===== config.mk =====
export PLATFORM = sky130hd
export DESIGN_NAME = l2_ctrl_fsm
export DESIGN_NICKNAME = d
export VERILOG_FILES = /design/src/design/l2_pkg.sv /design/src/design/l2_ctrl_fsm.sv
export SDC_FILE = /design/constraint.sdc
export NUM_CORES = 1
export LEC_CHECK = 0
export ABC_AREA = 1
export BUFFER_PORTS_ARGS = -buffer_cell sky130_fd_sc_hd__buf_2
export CORE_ASPECT_RATIO = 1.4
export CORE_MARGIN = 1.5
export CORE_UTILIZATION = 36
export DETAILED_ROUTE_END_ITERATION = 8
export PLACE_DENSITY = 0.85
export SLEW_MARGIN = 40
export SYNTH_ARGS = -nofsm -noshare
export SYNTH_HDL_FRONTEND = slang
export SYNTH_SLANG_ARGS = --single-unit

===== constraint.sdc =====
create_clock -name clk -period 3.7 [get_ports clk]
set_input_delay 0.37 -clock clk [delete_from_list [all_inputs] [get_ports clk]]
set_output_delay 0.37 -clock clk [all_outputs]
set_load 0.01 [all_outputs]

===== src/design/l2_pkg.sv =====
`default_nettype none

package l2_pkg;

    // stored tag width
    parameter int TAG_W = 18;

    // four ways, the age encoding depends on this
    parameter int WAYS = 4;
    parameter int WAY_W = 2;

    // age 0 is most recently used, age 3 is next to be replaced
    parameter int AGE_W = 2;

    typedef enum logic [1:0] {
        ST_IDLE       = 2'b00,
        ST_COMPARE    = 2'b01,
        ST_WRITE_BACK = 2'b10,
        ST_ALLOCATE   = 2'b11
    } l2_state_e;

endpackage

`default_nettype wire


===== src/design/l2_ctrl_fsm.sv =====
`timescale 1ns/1ps
`default_nettype none

module l2_ctrl_fsm (
    input  logic                      clk,
    input  logic                      nrst,
    input  logic                      read_l1_l2,
    input  logic                      write_l1_l2,
    input  logic                      flush,
    input  logic                      ready_mem_l2,
    input  logic [l2_pkg::TAG_W-1:0]  tag_l1_l2,
    input  logic                      hit,
    input  logic [l2_pkg::WAY_W-1:0]  hit_way,
    input  logic [l2_pkg::WAY_W-1:0]  victim_way,
    input  logic                      sel_valid,
    input  logic                      sel_dirty,
    input  logic [l2_pkg::TAG_W-1:0]  sel_tag,
    output logic [l2_pkg::WAY_W-1:0]  sel_way,
    output logic                      fill,
    output logic                      mark_dirty,
    output logic                      invalidate_all,
    output logic                      touch,
    output logic                      ready_l2_l1,
    output logic                      update,
    output logic                      refill,
    output logic                      read_l2_mem,
    output logic                      write_l2_mem,
    output logic [l2_pkg::TAG_W-1:0]  mem_tag,
    output logic [l2_pkg::WAY_W-1:0]  way
);

    l2_pkg::l2_state_e state_q;
    l2_pkg::l2_state_e state_d;

    logic [l2_pkg::WAY_W-1:0] way_q;
    logic ready_q;
    logic update_q;
    logic refill_q;

    logic request;
    logic in_idle;
    logic in_compare;
    logic in_write_back;
    logic in_allocate;

    assign request       = read_l1_l2 | write_l1_l2;
    assign in_idle       = (state_q == l2_pkg::ST_IDLE);
    assign in_compare    = (state_q == l2_pkg::ST_COMPARE);
    assign in_write_back = (state_q == l2_pkg::ST_WRITE_BACK);
    assign in_allocate   = (state_q == l2_pkg::ST_ALLOCATE);

    always_comb
    begin
        state_d = state_q;
        case (state_q)
            l2_pkg::ST_IDLE:
            begin
                if (request)
                    state_d = l2_pkg::ST_COMPARE;
            end
            l2_pkg::ST_COMPARE:
            begin
                // sel_valid and sel_dirty refer to the victim on a miss
                if (hit)
                    state_d = l2_pkg::ST_IDLE;
                else if (sel_valid && sel_dirty)
                    state_d = l2_pkg::ST_WRITE_BACK;
                else
                    state_d = l2_pkg::ST_ALLOCATE;
            end
            l2_pkg::ST_WRITE_BACK:
            begin
                if (ready_mem_l2)
                    state_d = l2_pkg::ST_ALLOCATE;
            end
            l2_pkg::ST_ALLOCATE:
            begin
                // retry the lookup once the line is in
                if (ready_mem_l2)
                    state_d = l2_pkg::ST_COMPARE;
            end
            default:
            begin
                state_d = l2_pkg::ST_IDLE;
            end
        endcase
    end

    always_ff @(posedge clk or negedge nrst)
    begin
        if (!nrst)
            state_q <= l2_pkg::ST_IDLE;
        else
            state_q <= state_d;
    end

    // way held for write-back, allocate and the data array
    always_ff @(posedge clk or negedge nrst)
    begin
        if (!nrst)
            way_q <= '0;
        else if (in_compare && hit)
            way_q <= hit_way;
        else if (in_compare)
            way_q <= victim_way;
    end

    always_ff @(posedge clk or negedge nrst)
    begin
        if (!nrst)
        begin
            ready_q  <= 1'b0;
            update_q <= 1'b0;
            refill_q <= 1'b0;
        end
        else
        begin
            ready_q  <= in_compare && hit;
            update_q <= mark_dirty;
            refill_q <= fill;
        end
    end

    // in compare the store is steered straight from the lookup
    assign sel_way = in_compare ? (hit ? hit_way : victim_way) : way_q;

    assign touch          = in_compare && hit;
    assign mark_dirty     = in_compare && hit && write_l1_l2;
    assign fill           = in_allocate && ready_mem_l2;
    assign invalidate_all = in_idle && flush && !request;

    assign read_l2_mem  = in_allocate;
    assign write_l2_mem = in_write_back;
    assign mem_tag      = in_write_back ? sel_tag : tag_l1_l2;

    assign ready_l2_l1 = ready_q;
    assign update      = update_q;
    assign refill      = refill_q;
    assign way         = way_q;

endmodule

`default_nettype wire


==> impl_metrics.tcl, run 1 <==
set metrics [dict create \
    critPathMaxFanout 22 \
    max_cap_viol_count 0 \
    synth.distinct_cells 15 \
    antenna_found_initial 0 \
    hold_start "ready_mem_l2" \
    final_nets 259 \
    fin_skew_ns 0.00643 \
    swShare_pct 50.9 \
    cts.clk_slew.worst_paths_ns 0.06 \
    synth_area_leaders "nand2_1, dfrtp_1, ha_1" \
    final.period_utilization_pct 63.9 \
    max_stage_delay_ns 0.61 \
    p_switching_mw 0.348 \
    viasPerCell 4.55 \
    avgSynthCellArea_um2 5.66 \
    setup-tns-final_ns 0 \
    synth-main-ff-cell "dfrtp_1" \
    drt_iter0_markers 13 \
    clkPwrFrac_pct 10.1 \
    intPower_mw 0.336 \
    r2r_slack_ns 1.88 \
    syn_to_final_growth_pct 62.4 \
    synth_area_um2 696 \
    critPathKind "flop to output port" \
    hold_path_depth 3 \
    synth_nets 177 \
    htreeDepth 1 \
    clockBufferDepth 2 \
    rsz0062_at_grt "false" \
    critical_path_depth 6 \
    ys_ff_latch 7 \
    yosys-top-cells-count "nand2_1, inv_1, nor2_1" \
    wirelength_um 2190 \
    grt_usage_pct 19.1 \
    cts-root-buf "clkbuf_4" \
    arrival_ns 1.99 \
    cp_slowest_cell "ha_1" \
    grt_pass1_wl_um 2990 \
    post-synth-top-count-cell "nand2_1" \
    wl_per_cell_um 9.79 \
    crit_path_cell_trace "inv_1 -> ha_1 -> inv_2 -> nand2_1 -> nand2_1 -> buf_2" \
    core_um2 1800 \
    numClockSinks 7 \
    hold_class "primary input to flop" \
    ctsResizeCount 0 \
    p_per_area_nw_per_um2 605 \
    pre_cts_slack_ns 1.57 \
    fin_crit_ns 2.36 \
    yosys.area.top_type "nand2_1" \
    drc_errors 0 \
    ys_seq_area_share_pct 25.2 \
    drtAntennaViolNets 0 \
    crit_path_start_kind "flop" \
    synth_warnings 0 \
    cts_tree "done" \
    row_count 18 \
    port_buffers 79 \
    relSlewSlack_pct 53.9 \
    worst_pin_slew_ns 0.691 \
    place.gp.congestion 0.787 \
    yosysTopAreaCellShare_pct 42.1 \
    grt_remaining_overflow 0 \
    cp_common_cell "nand2_1" \
    synth-edff-count 0 \
    start_util_pct 38.6 \
    synthCells 123 \
    r2r-start "state_q[0]" \
    min_to "refill" \
    vdd_drop_max_mv 0.437 \
    drtPass1Iterations 5 \
    slew_viol_final 0 \
    n_antenna_cell 0 \
    end_kind "output port" \
    die_h_um 55.0 \
    grt_max_degree 23 \
    ioPinCount 80 \
    reg2reg_to "state_q[1]" \
    drive_gt1_share_pct 44.1 \
    vias 1020 \
    cts_buffers 3 \
    crit_family "adder cells" \
    crit_required_ns 3.33 \
    seqPwrFrac_pct 19.1 \
    hold_viol 0 \
    comb_power_share_pct 70.8 \
    finalWorstSetupSlack_ns 1.34 \
    setup-violations-final 0 \
    startpoint "state_q[0]" \
    grt_pass1_vias 802 \
    die-area_um2 2210 \
    r2r_cells 6 \
    dpl.hpwl_um 1870 \
    die_w_um 40.2 \
    synthArstFlopShare_pct 100 \
    leakagePower_nw 0.784 \
    crit_buf_inv 3 \
    status "finished clean" \
    clock.fmax_mhz 423 \
    insertion_delay_ns 0.25 \
]
## flip-flops by register name, summed over array words and instances (netlist names)
| signal | flops |
|---|---|
| state_q | 2 |
| way | 2 |
| ready_l2_l1 | 1 |
| refill | 1 |
| update | 1 |
## final cells by class
type / instances / area, µm²
tap: 20 / 25.0
clock buffer: 3 / 22.5
inverter: 11 / 46.3
multi-input combinational: 102 / 450
sequential: 7 / 175
fill: 186 / 672
clock inverter: 1 / 5.00
timing repair buffer: 80 / 405
## worst reg2reg max path: stages, from the launching register on
cell and delay [ns]:
dfrtp_1 0.42, inv_1 0.10, ha_1 0.61, inv_2 0.29
a21oi_1 0.21, nand2_1 0.07, nand2_1 0.06
## layout by cell type (no fill, tap or decap)
cell type,n
clkinv_2,1
dlygate4sd3_1,1
nand3_1,5
nor2_4,1
inv_2,2
buf_2,79
clkbuf_4,3
ha_1,5
nor2_1,8
o21ai_1,1
nand2_1,78
inv_1,8
a21oi_1,1
nand2_2,3
dfrtp_1,7
clkinv_4,1
## cell families after synthesis
kind of cell / count (synthesis) / synth area share (%)
AND/OR/NAND/NOR: 95 / 54.3
buffers and inverters: 14 / 10.1
flip-flops: 7 / 25.2
adder cells (fa/ha/maj): 5 / 8.99
AO/OA/AOI/OAI: 2 / 1.44
## worst max-delay path by stage
stage,slack (ns),to
after floorplan,2.14,mem_tag[10]
after global placement,1.67,mem_tag[10]
after detailed placement,1.57,mem_tag[9]
after CTS,1.30,mem_tag[9]
after global routing,1.10,mem_tag[17]
final,1.34,mem_tag[9]
## layer usage
metal | vias up | routed length, µm | global-route usage [%] | share of wire (%)
met1 | 438 | 751 | 17.4 | 34
met4 | 0 | 6 | 5.17 | 0.27
met5 | - | 0 | 0 | 0
met2 | 54 | 1190 | 40.6 | 54
met3 | 2 | 248 | 2.00 | 11
li1 | 526 | - | - | -
## repair_timing
action | 4_1_cts | 5_1_grt
hold endpoints to repair | 7 | 0
endpoints found under the setup margin | 0 | 0
hold buffers | 1 | 0
setup buffers | 0 | 0
## power by group through the flow
stage	Sequential (mW)	Combinational (mW)	Clock [mW]
2_1_floorplan	0.136	0.316	0
3_3_place_gp	0.129	0.470	0
3_5_place_dp	0.132	0.485	0
4_1_cts	0.131	0.491	0.0717
5_1_grt	0.136	0.550	0.0734
6_report	0.131	0.484	0.0688
## stage by stage
step                std cells  instance area (µm²)  util (%)  power (mW)  hold slack [ns]
finish                    224                 1130      62.7       0.684            0.353
global route              224                 1130      62.7       0.760            0.379
CTS                       224                 1130      62.7       0.694            0.351
detailed placement        219                 1090      60.6       0.617            0.213
global placement          219                 1090      60.6       0.599            0.201
floorplan                 123                  696         -       0.452           0.0744
No activity file was read; power rests on OpenSTA's default activity.
==> run 2: changes to the inputs <==
--- a/config.mk
+++ b/config.mk
@@ -5,13 +5,13 @@
 export SDC_FILE = /design/constraint.sdc
 export NUM_CORES = 1
 export LEC_CHECK = 0
-export ABC_AREA = 1
+export ABC_AREA = 0
 export BUFFER_PORTS_ARGS = -buffer_cell sky130_fd_sc_hd__buf_2
 export CORE_ASPECT_RATIO = 1.4
 export CORE_MARGIN = 1.5
-export CORE_UTILIZATION = 36
+export CORE_UTILIZATION = 28
 export DETAILED_ROUTE_END_ITERATION = 8
-export PLACE_DENSITY = 0.85
+export PLACE_DENSITY = 0.74
 export SLEW_MARGIN = 40
 export SYNTH_ARGS = -nofsm -noshare
 export SYNTH_HDL_FRONTEND = slang
==> constraint.sdc (replaced) <==
create_clock -name clk -period 1.96 [get_ports clk]
set_input_delay 0.196 -clock clk [delete_from_list [all_inputs] [get_ports clk]]
set_output_delay 0.196 -clock clk [all_outputs]
set_load 0.01 [all_outputs]
==> run 2 against run 1 <==
Die area increased by 17%. Routed wire length decreased by 15%. Synthesized cell count fell by 50%. Via count shrank 23%. Final cell count shrank 25%. Flip-flop and latch count is the same. Non-clock buffer count grew 1. Critical endpoint is now mem_tag[8]. Highest routed layer is now met3.
==> impl_metrics.tcl, run 2 <==
set metrics [dict create \
    status "finished clean" \
    core_um2 2180 \
    insertion_delay_ns 0.24 \
    wirelength_um 1870 \
    r2r_cells 6 \
    yosys-top-cells-count "mux2_2, dfrtp_1, inv_1, mux2i_1" \
    p_per_area_nw_per_um2 909 \
    vias 788 \
    rsz0062_at_grt "false" \
    synth_area_leaders "mux2_2, dfrtp_1, ha_1" \
    grt_max_degree 21 \
    most-common-layout-cells "buf_2, mux2_2, dfrtp_1, inv_1, mux2i_1" \
    synth_fa_ha_area_share_pct 9.75 \
    synth_xor_xnor_area_share_pct 0 \
    synthArstFlopShare_pct 100 \
    postCtsSetupBuffers 0 \
    p_total_mw 1.01 \
    place_area_um2 1070 \
    drc_errors 0 \
    min_to "way[1]" \
    die_h_um 59.7 \
    place.gp.congestion 0.722 \
    grt_pass1_vias 757 \
    fin_skew_ns 0.00550 \
    critPathMaxFanout 20 \
    end_kind "output port" \
    synth_compound_area_share_pct 7.80 \
    drt_iter0_markers 7 \
    max_cap_viol_count 0 \
    synth-edff-count 0 \
    crit_path_start_kind "flop" \
    viasPerCell 4.72 \
    clock.fmax_mhz 545 \
    drtPass1Iterations 4 \
    synth_nets 116 \
    synth-main-ff-cell "dfrtp_1" \
    r2r-start "state_q[0]" \
    synthMuxAreaShare_pct 40.9 \
    die-area_um2 2590 \
    hold_class "primary input to flop" \
    fin_util_pct 50.9 \
    setup-tns-final_ns 0 \
    drive_gt1_share_pct 71.0 \
    cts-root-buf "clkbuf_4" \
    ys_ff_latch 7 \
    worst_pin_slew_ns 0.299 \
    clockBufferDepth 2 \
    slew_viol_final 0 \
    drtAntennaViolNets 0 \
    yosys.area_share.simple_pct 8.38 \
    grt_usage_pct 14.7 \
    synth_area_um2 642 \
    cts_tree "done" \
    numClockSinks 7 \
    antenna_found_initial 0 \
    grt_remaining_overflow 0 \
    setup-violations-final 0 \
    vdd_drop_max_mv 0.565 \
    reg2reg_to "state_q[1]" \
    final.period_utilization_pct 93.7 \
    fin_area_um2 1110 \
    mostFrequentLayoutCell "buf_2" \
    post-synth-top-count-cell "mux2_2" \
    port_buffers 79 \
    critPathKind "flop to output port" \
    row_count 20 \
    ys_seq_area_share_pct 27.3 \
    synth_top_family_by_area "multiplexers" \
    yosysTopAreaCellShare_pct 31.6 \
    leakagePower_nw 0.633 \
    cts_buffers 3 \
    htreeDepth 1 \
    synthCells 62 \
    fin_crit_ns 1.84 \
    grt_pass1_wl_um 2900 \
    dpl.hpwl_um 1630 \
    r2r_slack_ns 0.50 \
    avgSynthCellArea_um2 10.4 \
    yosys.area.top_type "mux2_2" \
    cts.clk_slew.worst_paths_ns 0.05 \
    ioPinCount 80 \
    final_nets 200 \
    n_antenna_cell 0 \
    relSlewSlack_pct 80.1 \
    synth_warnings 0 \
    hold_path_depth 3 \
    crit_required_ns 1.76 \
    hold_viol 0 \
    hold_start "hit_way[1]" \
    whs_ns 0.223 \
    start_util_pct 29.5 \
    syn_to_final_growth_pct 72.7 \
    wl_per_cell_um 11.2 \
    die_w_um 43.5 \
    synth.distinct_cells 16 \
    arrival_ns 1.64 \
]
## run 2: cell types whose count changed in the layout (fill, tap and decap cells not counted), sizes merged, moves of 4 or more
cell   previous run  this run
nor2              9         5
mux2i             0         6
nand3             5         0
nand2            81         2
inv              10         6
mux2              0        18
## run 2: cells by family after synthesis
| group | Yosys count |
|---|---|
| mux | 24 |
| simple gates | 11 |
| buf+inv | 8 |
| compound gates | 7 |
| flops | 7 |
| fa+ha+maj | 5 |
## run 2: layout make-up
class	count	area, µm²
Clock buffer	4	26.3
Timing Repair Buffer	81	425
Inverter	6	22.5
Fill cell	215	1070
Multi-Input combinational cell	47	432
Sequential cell	7	175
Tap cell	22	27.5
## run 2: per-stage QoR
| step | setup slack (ns) | instances |
|---|---|---|
| 6_report | 0.124 | 167 |
| 5_1_grt | 0.00767 | 167 |
| 4_1_cts | 0.0676 | 167 |
| 3_5_place_dp | 0.343 | 162 |
| 3_3_place_gp | 0.394 | 162 |
| 2_1_floorplan | 0.472 | 62 |
## run 2: power by group
group          switching [mW]  leakage (nW)  total [mW]  internal, mW
Clock                  0.0483        0.0150       0.126        0.0774
Sequential             0.0352        0.0873       0.232         0.197
Combinational           0.323         0.531       0.650         0.327
Total                   0.406         0.633        1.01         0.601
## run 2: worst max path at each step
stage                           from         end  slack (ns)
after floorplan           state_q[0]  mem_tag[0]        0.47
after global placement    state_q[0]  mem_tag[8]        0.39
after detailed placement  state_q[0]  mem_tag[1]        0.34
after CTS                 state_q[0]  mem_tag[8]        0.07
after global routing      state_q[0]  mem_tag[8]       0.008
final                     state_q[0]  mem_tag[8]        0.12
## run 2: timing repair
item                                    4_1_cts  5_1_grt
hold buffers                                  1        0
endpoints found under the setup margin        0       18
hold endpoints to repair                      7        0
resized for setup                             0        1
## run 2: metal layers
metal / GRT usage [%] / wire, µm / vias to the layer above
met4: 3.90 / 0 / 0
met1: 14.3 / 676 / 351
met2: 30.3 / 1010 / 52
met3: 3.02 / 183 / 0
met5: 0 / 0 / -
li1: - / - / 385
## run 2: critical path, cell delays in order (launching register included)
cell and delay, ns:
dfrtp_1 0.41, inv_1 0.11, ha_2 0.23, buf_12 0.16
mux2_2 0.34, buf_2 0.14
